==> src/common/pim_pkg.sv <==
`default_nettype none

package pim_pkg;

    // Processor bus word, used for both address and data
    typedef logic [31:0] bus_word_t;

    // Operation codes as written to the mode register
    typedef enum logic [2:0] {
        PIM_IDLE_MODE = 3'd0,
        PIM_ERASE     = 3'd1,
        PIM_PROGRAM   = 3'd2,
        PIM_READ      = 3'd3,
        PIM_ZP        = 3'd4
    } pim_mode_e;

    // Sequencer FSM
    typedef enum logic [1:0] {
        ST_IDLE,
        ST_SETUP,
        ST_EXEC,
        ST_PROCESS
    } seq_state_e;

    // Cell address fields, taken from address bits 15:9 and 8:0
    typedef logic [6:0] row_addr_t;
    typedef logic [8:0] col_addr_t;

    // Pulse fields, taken from data bits 21:5 and 4:0
    typedef logic [16:0] pulse_width_t;
    typedef logic [4:0]  pulse_count_t;

    // Read execution countdown
    typedef logic [3:0] exec_cnt_t;

    // Upper address half of a cell write
    localparam logic [15:0] CELL_PAGE = 16'h4000;

endpackage

`default_nettype wire
==> src/source/pim_ctrl_top.sv <==
`timescale 1ns/1ps
`default_nettype none

module pim_ctrl_top #(
    parameter pim_pkg::bus_word_t MODE_ADDR   = 32'h4100_0000,
    parameter pim_pkg::bus_word_t ZP_ADDR     = 32'h4200_0000,
    parameter pim_pkg::bus_word_t STATUS_ADDR = 32'h4300_0000,
    parameter int unsigned        READ_CYCLES = 9
) (
    input  logic                clk_i,
    input  logic                rst_ni,

    // Processor bus
    input  pim_pkg::bus_word_t  address_i,
    input  pim_pkg::bus_word_t  data_i,
    output pim_pkg::bus_word_t  data_o,

    // Cell array drive
    output logic                pim_en_o,
    output pim_pkg::pim_mode_e  pim_mode_o,
    output pim_pkg::row_addr_t  row_addr_o,
    output pim_pkg::col_addr_t  col_addr_o,
    output pim_pkg::exec_cnt_t  exec_cnt_o,

    output logic                zp_en_o,
    output pim_pkg::bus_word_t  zp_data_o,

    // Output buffer processing
    output logic                out_buf_rd_en_o,
    output logic                proc_done_o
);
    import pim_pkg::*;

    logic      mode_wr;
    logic      cell_wr;
    logic      zp_wr;
    logic      seq_idle;
    logic      pulse_start;
    logic      read_start;
    logic      pulse_on;
    logic      pulse_last;
    exec_cnt_t exec_cnt;
    logic      exec_done;
    logic      proc_rd;
    logic      proc_last;

    pim_bus_decode #(
        .MODE_ADDR   (MODE_ADDR),
        .ZP_ADDR     (ZP_ADDR),
        .STATUS_ADDR (STATUS_ADDR)
    ) u_bus_decode (
        .clk_i      (clk_i),
        .rst_ni     (rst_ni),
        .address_i  (address_i),
        .seq_idle_i (seq_idle),
        .mode_wr_o  (mode_wr),
        .cell_wr_o  (cell_wr),
        .zp_wr_o    (zp_wr),
        .data_o     (data_o)
    );

    pim_sequencer u_sequencer (
        .clk_i           (clk_i),
        .rst_ni          (rst_ni),
        .address_i       (address_i),
        .data_i          (data_i),
        .mode_wr_i       (mode_wr),
        .cell_wr_i       (cell_wr),
        .zp_wr_i         (zp_wr),
        .pulse_on_i      (pulse_on),
        .pulse_last_i    (pulse_last),
        .exec_cnt_i      (exec_cnt),
        .exec_done_i     (exec_done),
        .proc_rd_i       (proc_rd),
        .proc_last_i     (proc_last),
        .seq_idle_o      (seq_idle),
        .pulse_start_o   (pulse_start),
        .read_start_o    (read_start),
        .pim_en_o        (pim_en_o),
        .pim_mode_o      (pim_mode_o),
        .row_addr_o      (row_addr_o),
        .col_addr_o      (col_addr_o),
        .exec_cnt_o      (exec_cnt_o),
        .zp_en_o         (zp_en_o),
        .zp_data_o       (zp_data_o),
        .out_buf_rd_en_o (out_buf_rd_en_o),
        .proc_done_o     (proc_done_o)
    );

    pulse_timer u_pulse_timer (
        .clk_i         (clk_i),
        .rst_ni        (rst_ni),
        .pulse_start_i (pulse_start),
        .data_i        (data_i),
        .pulse_on_o    (pulse_on),
        .pulse_last_o  (pulse_last)
    );

    read_timer #(
        .READ_CYCLES (READ_CYCLES)
    ) u_read_timer (
        .clk_i        (clk_i),
        .rst_ni       (rst_ni),
        .read_start_i (read_start),
        .exec_cnt_o   (exec_cnt),
        .exec_done_o  (exec_done),
        .proc_rd_o    (proc_rd),
        .proc_last_o  (proc_last)
    );

endmodule

`default_nettype wire

==> src/sequencer/pim_sequencer.sv <==
`timescale 1ns/1ps
`default_nettype none

module pim_sequencer (
    input  logic                clk_i,
    input  logic                rst_ni,

    input  pim_pkg::bus_word_t  address_i,
    input  pim_pkg::bus_word_t  data_i,
    input  logic                mode_wr_i,
    input  logic                cell_wr_i,
    input  logic                zp_wr_i,

    // From the timers
    input  logic                pulse_on_i,
    input  logic                pulse_last_i,
    input  pim_pkg::exec_cnt_t  exec_cnt_i,
    input  logic                exec_done_i,
    input  logic                proc_rd_i,
    input  logic                proc_last_i,

    output logic                seq_idle_o,
    output logic                pulse_start_o,
    output logic                read_start_o,

    output logic                pim_en_o,
    output pim_pkg::pim_mode_e  pim_mode_o,
    output pim_pkg::row_addr_t  row_addr_o,
    output pim_pkg::col_addr_t  col_addr_o,
    output pim_pkg::exec_cnt_t  exec_cnt_o,
    output logic                zp_en_o,
    output pim_pkg::bus_word_t  zp_data_o,
    output logic                out_buf_rd_en_o,
    output logic                proc_done_o
);
    import pim_pkg::*;

    seq_state_e state_q;
    seq_state_e state_d;
    pim_mode_e  mode_q;
    pim_mode_e  mode_req;
    row_addr_t  row_q;
    col_addr_t  col_q;
    logic       mode_ok;
    logic       mode_accept;
    logic       is_pulse_mode;
    logic       cell_setup;
    logic       setup_done;

    assign mode_req = pim_mode_e'(data_i[2:0]);

    always_comb begin
        case (mode_req)
            PIM_ERASE, PIM_PROGRAM, PIM_READ, PIM_ZP: mode_ok = 1'b1;
            default:                                  mode_ok = 1'b0;
        endcase
    end

    assign seq_idle_o    = (state_q == ST_IDLE);
    assign mode_accept   = seq_idle_o && mode_wr_i && mode_ok;
    assign is_pulse_mode = (mode_q == PIM_ERASE) || (mode_q == PIM_PROGRAM);

    // Cell write while waiting in setup
    assign cell_setup    = (state_q == ST_SETUP) && cell_wr_i;
    assign pulse_start_o = cell_setup && is_pulse_mode;
    assign read_start_o  = cell_setup && (mode_q == PIM_READ);

    assign setup_done = pulse_start_o || read_start_o ||
                        ((state_q == ST_SETUP) && (mode_q == PIM_ZP) && zp_wr_i);

    always_ff @(posedge clk_i or negedge rst_ni) begin
        if (!rst_ni) begin
            state_q <= ST_IDLE;
            mode_q  <= PIM_IDLE_MODE;
        end else begin
            state_q <= state_d;
            if (mode_accept) begin
                mode_q <= mode_req;
            end
        end
    end

    // Target cell
    always_ff @(posedge clk_i) begin
        if (cell_setup) begin
            row_q <= address_i[15:9];
            col_q <= address_i[8:0];
        end
    end

    always_comb begin
        state_d = state_q;
        case (state_q)
            ST_IDLE: begin
                if (mode_accept) begin
                    state_d = ST_SETUP;
                end
            end
            ST_SETUP: begin
                if (setup_done) begin
                    state_d = (mode_q == PIM_ZP) ? ST_IDLE : ST_EXEC;
                end
            end
            ST_EXEC: begin
                if (is_pulse_mode) begin
                    if (pulse_last_i) begin
                        state_d = ST_IDLE;
                    end
                end else if (mode_q == PIM_READ) begin
                    if (exec_done_i) begin
                        state_d = ST_PROCESS;
                    end
                end else begin
                    state_d = ST_IDLE;
                end
            end
            ST_PROCESS: begin
                // Third processing cycle has the read strobe low
                if (!proc_rd_i) begin
                    state_d = ST_IDLE;
                end
            end
            default: state_d = ST_IDLE;
        endcase
    end

    always_comb begin
        pim_en_o        = 1'b0;
        pim_mode_o      = PIM_IDLE_MODE;
        row_addr_o      = '0;
        col_addr_o      = '0;
        exec_cnt_o      = '0;
        zp_en_o         = 1'b0;
        zp_data_o       = '0;
        out_buf_rd_en_o = 1'b0;
        proc_done_o     = 1'b0;
        case (state_q)
            ST_SETUP: begin
                if ((mode_q == PIM_ZP) && zp_wr_i) begin
                    zp_en_o   = 1'b1;
                    zp_data_o = data_i;
                end
            end
            ST_EXEC: begin
                if (is_pulse_mode) begin
                    // Address and mode held across the low gaps too
                    pim_en_o   = pulse_on_i;
                    pim_mode_o = mode_q;
                    row_addr_o = row_q;
                    col_addr_o = col_q;
                end else if ((mode_q == PIM_READ) && !exec_done_i) begin
                    pim_en_o   = 1'b1;
                    pim_mode_o = mode_q;
                    row_addr_o = row_q;
                    col_addr_o = col_q;
                    exec_cnt_o = exec_cnt_i;
                end
            end
            ST_PROCESS: begin
                pim_mode_o      = mode_q;
                out_buf_rd_en_o = proc_rd_i;
                proc_done_o     = proc_last_i;
            end
            default: ;
        endcase
    end

endmodule

`default_nettype wire

==> src/sequencer/read_timer.sv <==
`timescale 1ns/1ps
`default_nettype none

module read_timer #(
    parameter int unsigned READ_CYCLES = 9
) (
    input  logic                clk_i,
    input  logic                rst_ni,

    input  logic                read_start_i,

    output pim_pkg::exec_cnt_t  exec_cnt_o,
    output logic                exec_done_o,
    output logic                proc_rd_o,
    output logic                proc_last_o
);
    import pim_pkg::*;

    exec_cnt_t  exec_q;
    logic [1:0] proc_q;
    logic       proc_pend_q;
    logic       proc_start;

    // Countdown has drained and processing is still owed
    assign proc_start = proc_pend_q && (exec_q == '0) && !read_start_i;

    always_ff @(posedge clk_i or negedge rst_ni) begin
        if (!rst_ni) begin
            exec_q      <= '0;
            proc_pend_q <= 1'b0;
            proc_q      <= '0;
        end else begin
            if (read_start_i) begin
                exec_q <= exec_cnt_t'(READ_CYCLES);
            end else if (exec_q != '0) begin
                exec_q <= exec_q - 1'b1;
            end

            if (read_start_i) begin
                proc_pend_q <= 1'b1;
            end else if (proc_start) begin
                proc_pend_q <= 1'b0;
            end

            // 3 and 2 read the buffer, 1 is the closing cycle
            if (proc_start) begin
                proc_q <= 2'd3;
            end else if (proc_q != '0) begin
                proc_q <= proc_q - 1'b1;
            end
        end
    end

    assign exec_cnt_o  = exec_q;
    assign exec_done_o = (exec_q == '0);
    assign proc_rd_o   = proc_q[1];
    assign proc_last_o = (proc_q == 2'd2);

endmodule

`default_nettype wire

==> src/sequencer/pulse_timer.sv <==
`timescale 1ns/1ps
`default_nettype none

module pulse_timer (
    input  logic                clk_i,
    input  logic                rst_ni,

    input  logic                pulse_start_i,
    input  pim_pkg::bus_word_t  data_i,

    output logic                pulse_on_o,
    output logic                pulse_last_o
);
    import pim_pkg::*;

    pulse_width_t width_in;
    pulse_count_t count_in;
    pulse_width_t width_rld_q;
    pulse_width_t width_q;
    pulse_count_t count_q;

    assign width_in = data_i[21:5];
    assign count_in = data_i[4:0];

    always_ff @(posedge clk_i) begin
        if (pulse_start_i) begin
            width_rld_q <= width_in;
        end
    end

    always_ff @(posedge clk_i or negedge rst_ni) begin
        if (!rst_ni) begin
            width_q <= '0;
            count_q <= '0;
        end else if (pulse_start_i) begin
            count_q <= count_in;
            // Zero count gives a single low cycle
            width_q <= (count_in == '0) ? '0 : width_in;
        end else if (count_q != '0) begin
            if (width_q != '0) begin
                width_q <= width_q - 1'b1;
            end else begin
                count_q <= count_q - 1'b1;
                // No reload after the final pulse
                if (count_q != 5'd1) begin
                    width_q <= width_rld_q;
                end
            end
        end
    end

    assign pulse_on_o   = (width_q != '0);
    assign pulse_last_o = (count_q <= 5'd1) && (width_q == '0);

endmodule

`default_nettype wire

==> src/source/pim_bus_decode.sv <==
`timescale 1ns/1ps
`default_nettype none

module pim_bus_decode #(
    parameter pim_pkg::bus_word_t MODE_ADDR   = 32'h4100_0000,
    parameter pim_pkg::bus_word_t ZP_ADDR     = 32'h4200_0000,
    parameter pim_pkg::bus_word_t STATUS_ADDR = 32'h4300_0000
) (
    input  logic                clk_i,
    input  logic                rst_ni,

    input  pim_pkg::bus_word_t  address_i,
    input  logic                seq_idle_i,

    // One-cycle write strobes
    output logic                mode_wr_o,
    output logic                cell_wr_o,
    output logic                zp_wr_o,

    output pim_pkg::bus_word_t  data_o
);
    import pim_pkg::*;

    logic      status_rd;
    bus_word_t status_word;

    // No valid strobe on this bus, a matching address is the write
    assign mode_wr_o = (address_i == MODE_ADDR);
    assign zp_wr_o   = (address_i == ZP_ADDR);
    assign status_rd = (address_i == STATUS_ADDR);

    // Row and column ride in the low half
    assign cell_wr_o = (address_i[31:16] == CELL_PAGE);

    // Bit 1 is always set, bit 0 shows the sequencer is free
    assign status_word = {30'b0, 1'b1, seq_idle_i};

    always_ff @(posedge clk_i or negedge rst_ni) begin
        if (!rst_ni) begin
            data_o <= '0;
        end else if (status_rd) begin
            data_o <= status_word;
        end else begin
            data_o <= '0;
        end
    end

endmodule

`default_nettype wire

==> config.mk <==
export PLATFORM = sky130hd
export DESIGN_NAME = pim_ctrl_top
export DESIGN_NICKNAME = d
export VERILOG_FILES = /design/src/common/pim_pkg.sv /design/src/source/pim_ctrl_top.sv /design/src/sequencer/pim_sequencer.sv /design/src/sequencer/read_timer.sv /design/src/sequencer/pulse_timer.sv /design/src/source/pim_bus_decode.sv
export SDC_FILE = /design/constraint.sdc
export NUM_CORES = 1
export LEC_CHECK = 0
export BUFFER_PORTS_ARGS = -buffer_cell sky130_fd_sc_hd__buf_2
export CAP_MARGIN = 20
export CORE_MARGIN = 2
export CORE_UTILIZATION = 50
export CTS_CLUSTER_SIZE = 28
export DETAILED_ROUTE_END_ITERATION = 10
export PLACE_DENSITY = 0.89
export SLEW_MARGIN = 20
export SYNTH_ARGS = -nofsm -noshare
export SYNTH_HDL_FRONTEND = slang
export SYNTH_HIERARCHICAL = 1
export SYNTH_SLANG_ARGS = --single-unit
==> constraint.sdc <==
create_clock -name clk_i -period 5.1 [get_ports clk_i]
set_input_delay 1.02 -clock clk_i [delete_from_list [all_inputs] [get_ports clk_i]]
set_output_delay 1.02 -clock clk_i [all_outputs]
set_load 0.1 [all_outputs]
# [Word level (Yosys, flattened, before mapping)]
# Cells that the tools add are included.
[totals] out_inout_bits=91 register_bits=99
[classes] n_lt_le_gt_ge=1 reduce_logical=34 eq_ne=23 mux=46 add_sub_neg=4
[ops] operator="== test 32 x 31 -> 1 bit, second input constant" n=3
[ops] operator="2-to-1 mux 17 bit" n=5
[ops] operator="2-to-1 mux 32 bit" n=2
[ops] operator="2-to-1 mux 9 bit" n=3
[ops] operator="2-to-1 mux 2 bit" n=11
[ops] operator="2-to-1 mux 7 bit" n=3
[ops] operator="2-to-1 mux 4 bit" n=5
[ops] operator="logical NOT 17 bit" n=1
[ops] operator="nonzero test 17 bit" n=1
[ops] operator="subtractor 17 x 1 -> 17 bit, second input constant" n=1
[ops] operator="== test 16 x 15 -> 1 bit, second input constant" n=1
[ops] operator="2-to-1 mux 5 bit" n=3
[ops] operator="== test 3 x 2 -> 1 bit, second input constant" n=4
[ops] operator="logical AND 1 bit" n=12
[ops] operator="2-to-1 mux 1 bit" n=10
[ops] operator="nonzero test 2 bit" n=5
[ops] operator="case mux 2 bit (4 select lines)" n=1
[ops] operator="== test 2 bit, second input constant" n=3
[ops] operator="== test 3 x 1 -> 1 bit, second input constant" n=2
[ops] operator="== test 3 bit, second input constant" n=2
[ops] operator="2-to-1 mux 3 bit" n=2
[ops] operator="case mux 3 bit (2 select lines)" n=1
[ops] operator="<= comparator 5 x 1 -> 1 bit, second input constant" n=1
[ops] operator="logical NOT 5 bit" n=1
[ops] operator="other kinds (19)" n=25

# [Longest topological paths before layout]
[depth] word_depth=7 depth_mapped=13

# [By module]
# Netlist, hierarchy kept.
[modules_own_cells] module="pulse_timer" cells_per_inst=227 n_inst=1 area_each_um2=2277.2 seq_area_each_um2=1061.0
[modules_own_cells] module="pim_sequencer" cells_per_inst=120 n_inst=1 area_each_um2=1273.7 seq_area_each_um2=605.6
[modules_own_cells] module="pim_bus_decode" cells_per_inst=54 n_inst=1 area_each_um2=420.4 seq_area_each_um2=50.0
[modules_own_cells] module="read_timer" cells_per_inst=35 n_inst=1 area_each_um2=385.4 seq_area_each_um2=175.2

# [Worst setup path after synthesis]
# No wires, ideal clock.
[synth_path] path_type="input to register" start="in address_i[20]" end="reg u_pulse_timer.width_q[13]" t_required_ps=4979 n_path_buf=1 setup_ps=121 setup_slack_ps=433 cell_stages=11 arrival_time_ps=4546 cell_sequence="nor4b_1 -> nand4_1 -> nor2_1 -> nand2_1 -> nor3_1 -> nor3_1 -> and3_1 -> buf_2 -> a31oi_1 -> o31ai_1 -> a22o_1"
[synth_between] elab_chain_len=5 elab_cells_between_ends=7
[synth_lines] element="from (decl)" line="pim_ctrl_top.sv:14" text="input pim_pkg::bus_word_t address_i,"
[synth_lines] element="== test 16 x 15 -> 1 bit *" line="pim_bus_decode.sv:33" text="assign cell_wr_o = (address_i[31:16] == CELL_PAGE);"
[synth_lines] element="via cell_wr" line="pim_ctrl_top.sv:35" text="logic cell_wr;"
[synth_lines] element="logical AND 1 bit *" line="pim_sequencer.sv:64" text="assign cell_setup = (state_q == ST_SETUP) && cell_wr_i;"
[synth_lines] element="logical AND 1 bit *" line="pim_sequencer.sv:65" text="assign pulse_start_o = cell_setup && is_pulse_mode;"
[synth_lines] element="via pulse_start" line="pim_ctrl_top.sv:38" text="logic pulse_start;"
[synth_lines] element="nonzero test 3 bit (no source line) or nonzero test 2 bit (tied branches)"
[synth_lines] element="AND reduction 2 bit (no source line)"
[synth_lines] element="to (signal assigned)" line="pulse_timer.sv:38" text="width_q <= (count_in == '0) ? '0 : width_in;"
[synth_lines] element="to (signal assigned)" line="pulse_timer.sv:41" text="width_q <= width_q - 1'b1;"
[synth_lines] element="to (signal assigned)" line="pulse_timer.sv:46" text="width_q <= width_rld_q;"
[synth_lines] element="to (decl)" line="pulse_timer.sv:19" text="pulse_width_t width_q;"
# The timed path passes the listed nets; every way through them passes the cells marked *.
# A chain may end at the register's enable or synchronous reset.

# [Worst setup path after layout]
[layout_path] start="in address_i[6]" end="out zp_data_o[29]"
[layout_between] elab_chain_len=4
[layout_lines] element="== test 32 x 31 -> 1 bit" line="pim_bus_decode.sv:29" text="assign zp_wr_o = (address_i == ZP_ADDR);"
[layout_lines] element="via zp_wr" line="pim_ctrl_top.sv:36" text="logic zp_wr;"
[layout_lines] element="logical AND 1 bit" line="pim_sequencer.sv:139" text="if ((mode_q == PIM_ZP) && zp_wr_i) begin"
[layout_lines] element="2-to-1 mux 32 bit" line="pim_sequencer.sv:139"
[layout_lines] element="2-to-1 mux 32 bit" line="pim_sequencer.sv:137" text="case (state_q)"
[layout_lines] element="to (decl)" line="pim_ctrl_top.sv:26" text="output pim_pkg::bus_word_t zp_data_o,"
# The timed path passes the listed nets, and every way through them passes these cells.

==> flow_summary_export.csv <==
group,metric,value,unit
status,status,"complete, no violations",
cts,root_buffer,"clkbuf_8",
sta,min_period,4.56,ns
drt,drtIter0Drc,235,
sta,slew_viol_final,0,
cts,insertion_delay,0.34,ns
sta,tightest_slew,0.848,ns
sta,setup_violations,0,
placed_design,place_area,5410,um2
grt,track_usage,23.1,%
layout,layout_common_cells,"93 x buf_2, 39 x and2_1, 36 x dfrtp_1",
grt,antenna_found_initial,0,
floorplan,io_pins,157,
layout,diodes,0,
layout,fin_util,64.7,%
floorplan,design.die.area,9480,um2
sta,fmax,0.219,GHz
layout,instances_no_fill,666,
yosys,syn_area_per_cell,9.99,um2
drt,drc_errors,0,
sta,holdWs,0.481,ns
sta,rsz0062_at_grt,"no",
layout,finalInstanceArea,5560,um2
grt,grt_pass1_wl,18.1,mm
cts,path_clk_slew,0.07,ns
cts,cts_tree,"built",
drt,wl_per_cell,16.3,um
yosys,synthArstFlopShare,52.2,%
worst_setup_path,crit_fanout,14,
drt,dr.pass1.iters,4,
drt,wl,10.8,mm
worst_setup_path,endpoint_kind,"output port",
power_and_ir_drop,p_leak,2.39,nW
grt,grt_max_degree,49,
sta,hold_violations,0,
run,cap_violations,0,
worst_setup_path,crit_type,"input port to output port",
hold_path,holdCritPathClass,"flop to flop",
layout,layout_commonest_cell,"buf_2",
yosys,synth_edf_count,33,
grt,overflow,0,
worst_setup_path,cp.required,4.08,ns
power_and_ir_drop,vdd_drop_max,0.112,mV
yosys,ys.flop_type,"dfrtp_1",
worst_setup_path,cp-startpoint,"address_i[6]",
placed_design,place.gp.congestion,0.906,
layout,area_delta_synth_final,27.6,%
cts,cts_setup_buffers,0,
grt,grt_pass1_vias,3746,
floorplan,die_h,97.3,um
drt,ant_nets,0,
yosys,synth_area,4360,um2
cts,ctsHoldBuffers,0,
cts,cts_resized,0,
placed_design,port_buffers,126,
yosys,ys_warn_count,6,
sta,max_slew_margin,43.5,%
floorplan,fp.dieW,97.3,um
worst_setup_path,critPathArrivalTime,3.54,ns
placed_design,hpwl,7.91,mm
sta,fin_worst_skew,0.00789,ns
cts,cts_buffer_depth,2,
cts,htreeDepth,3,
drt,vias_per_cell,5.68,
sta,fin_tns_setup,0,ns
sta,layout_setup_ws,0.542,ns
floorplan,start_util,50.7,%
hold_path,min_from,"u_read_timer/proc_pend_q$_DFFE_PN0P_",
worst_setup_path,start_kind,"input port",
cts,cts_buffers,9,
placed_design,dp_cells,650,
power_and_ir_drop,power,1.09,mW
yosys,synth.ff_latch_count,69,
floorplan,core_area,8590,um2
worst_setup_path,r2r_start,"u_sequencer/state_q[1]$_DFFE_PN0P_",
worst_setup_path,crit_path_max_incr_delay,0.60,ns
floorplan,fp-row-count,34,
sta,fin_crit_sh,89.4,%
cts,cts_sinks,69,
layout,nNetsFinal,628,
worst_setup_path,crit_chain,"buf_2 > nor4_1 > nand4_1 > nor3_1 > nand3_1 > nor3b_2 > buf_4 > and2_1 > buf_12",
yosys,syn_inst,436,
yosys,ys_seq_area_share,43.4,%
placed_design,place_ws,0.536,ns
worst_setup_path,crit_path_top_delay_cell,"nor3b_2",
drt,vias,3784,
yosys,synth_cell_types,70,
power_and_ir_drop,p_per_area,197,nW/um2
layout,drive_above_1_share,32.8,%
sequential cells by signal (all words and copies together), names as in the netlist:
| name | count |
|---|---|
| u_sequencer/col_q | 9 |
| u_read_timer/exec_cnt_o | 4 |
| u_pulse_timer/count_q | 5 |
| u_pulse_timer/width_rld_q | 17 |
| u_read_timer/proc_pend_q | 1 |
| u_read_timer/proc_q | 2 |
| u_bus_decode/data_o | 2 |
| u_sequencer/mode_q | 3 |
| u_sequencer/state_q | 2 |
| u_pulse_timer/width_q | 17 |
| u_sequencer/row_q | 7 |
final cells by class:
class	count	area [um2]
sequential	69	1890
tap	108	135
fill	699	3030
clock buffer	13	139
multi-input combinational	321	2140
clock inverter	3	15.0
inverter	22	87.6
timing repair buffer	130	1160
worst max-delay path, delay by kind of cell:
family	cells	cell delay, ns
simple gates	6	1.91
buf+inv	3	0.60
where the power goes:
group	switching, mW	total, mW	internal [mW]
Clock	0.197	0.372	0.175
Sequential	0.000000345	0.583	0.583
Combinational	0.120	0.140	0.0198
worst paths after layout:
kind                                                               to  slack, ns  depth (start not counted)
max in group asynchronous       u_pulse_timer/width_q[12]$_DFFE_PN0P_       3.78                          1
worst min-delay path             u_read_timer/proc_pend_q$_DFFE_PN0P_       0.48                          1
worst max-delay path                                    zp_data_o[29]       0.54                          9
worst max register to register   u_pulse_timer/width_q[5]$_DFFE_PN0P_       2.03                         10
worst min register to register   u_read_timer/proc_pend_q$_DFFE_PN0P_       0.48                          1
min in group asynchronous       u_pulse_timer/width_q[15]$_DFFE_PN0P_       0.78                          1
kinds of logic (layout without fill, tap and decap cells):
| group | after synthesis | in the layout | share of synthesized area [%] |
|---|---|---|---|
| AO/OA/AOI/OAI | 86 | 86 | 13.9 |
| XOR/XNOR | 5 | 5 | 1.01 |
| adder cells (fa/ha/maj) | 9 | 9 | 2.58 |
| buffers and inverters | 75 | 168 | 10.2 |
| flip-flops | 69 | 69 | 43.4 |
| multiplexers | 7 | 7 | 1.84 |
| other | 1 | 30 | 0.0861 |
| AND/OR/NAND/NOR | 184 | 184 | 27.0 |
cell usage after synthesis (5+ instances only):
cell type	number	share of area, %
clkbuf_1	8	0.69
and2_1	39	5.6
a22o_1	5	1.0
nor2_1	19	1.6
nor2b_1	6	0.86
dfrtp_1	36	21
nor4_1	10	1.4
nor4_2	6	1.7
a21oi_1	11	1.3
o21ai_0	21	2.4
buf_2	9	1.0
nor4b_1	5	1.0
buf_4	30	5.2
and2_2	14	2.4
ha_1	9	2.6
nand2_1	15	1.3
nor3_1	26	3.0
inv_1	20	1.7
edfxtp_1	33	23
nand3_1	5	0.57
and3_1	8	1.1
nand4_1	8	1.1
layer usage:
| metal | track usage [%] | up-vias | wire [um] |
|---|---|---|---|
| met3 | 3.81 | 19 | 751 |
| met4 | 8.44 | 0 | 187 |
| met1 | 29.1 | 1835 | 4340 |
| met2 | 40.1 | 166 | 5540 |
| li1 | - | 1764 | - |
| met5 | 0 | - | 0 |
(Power assumes the default switching activity.)
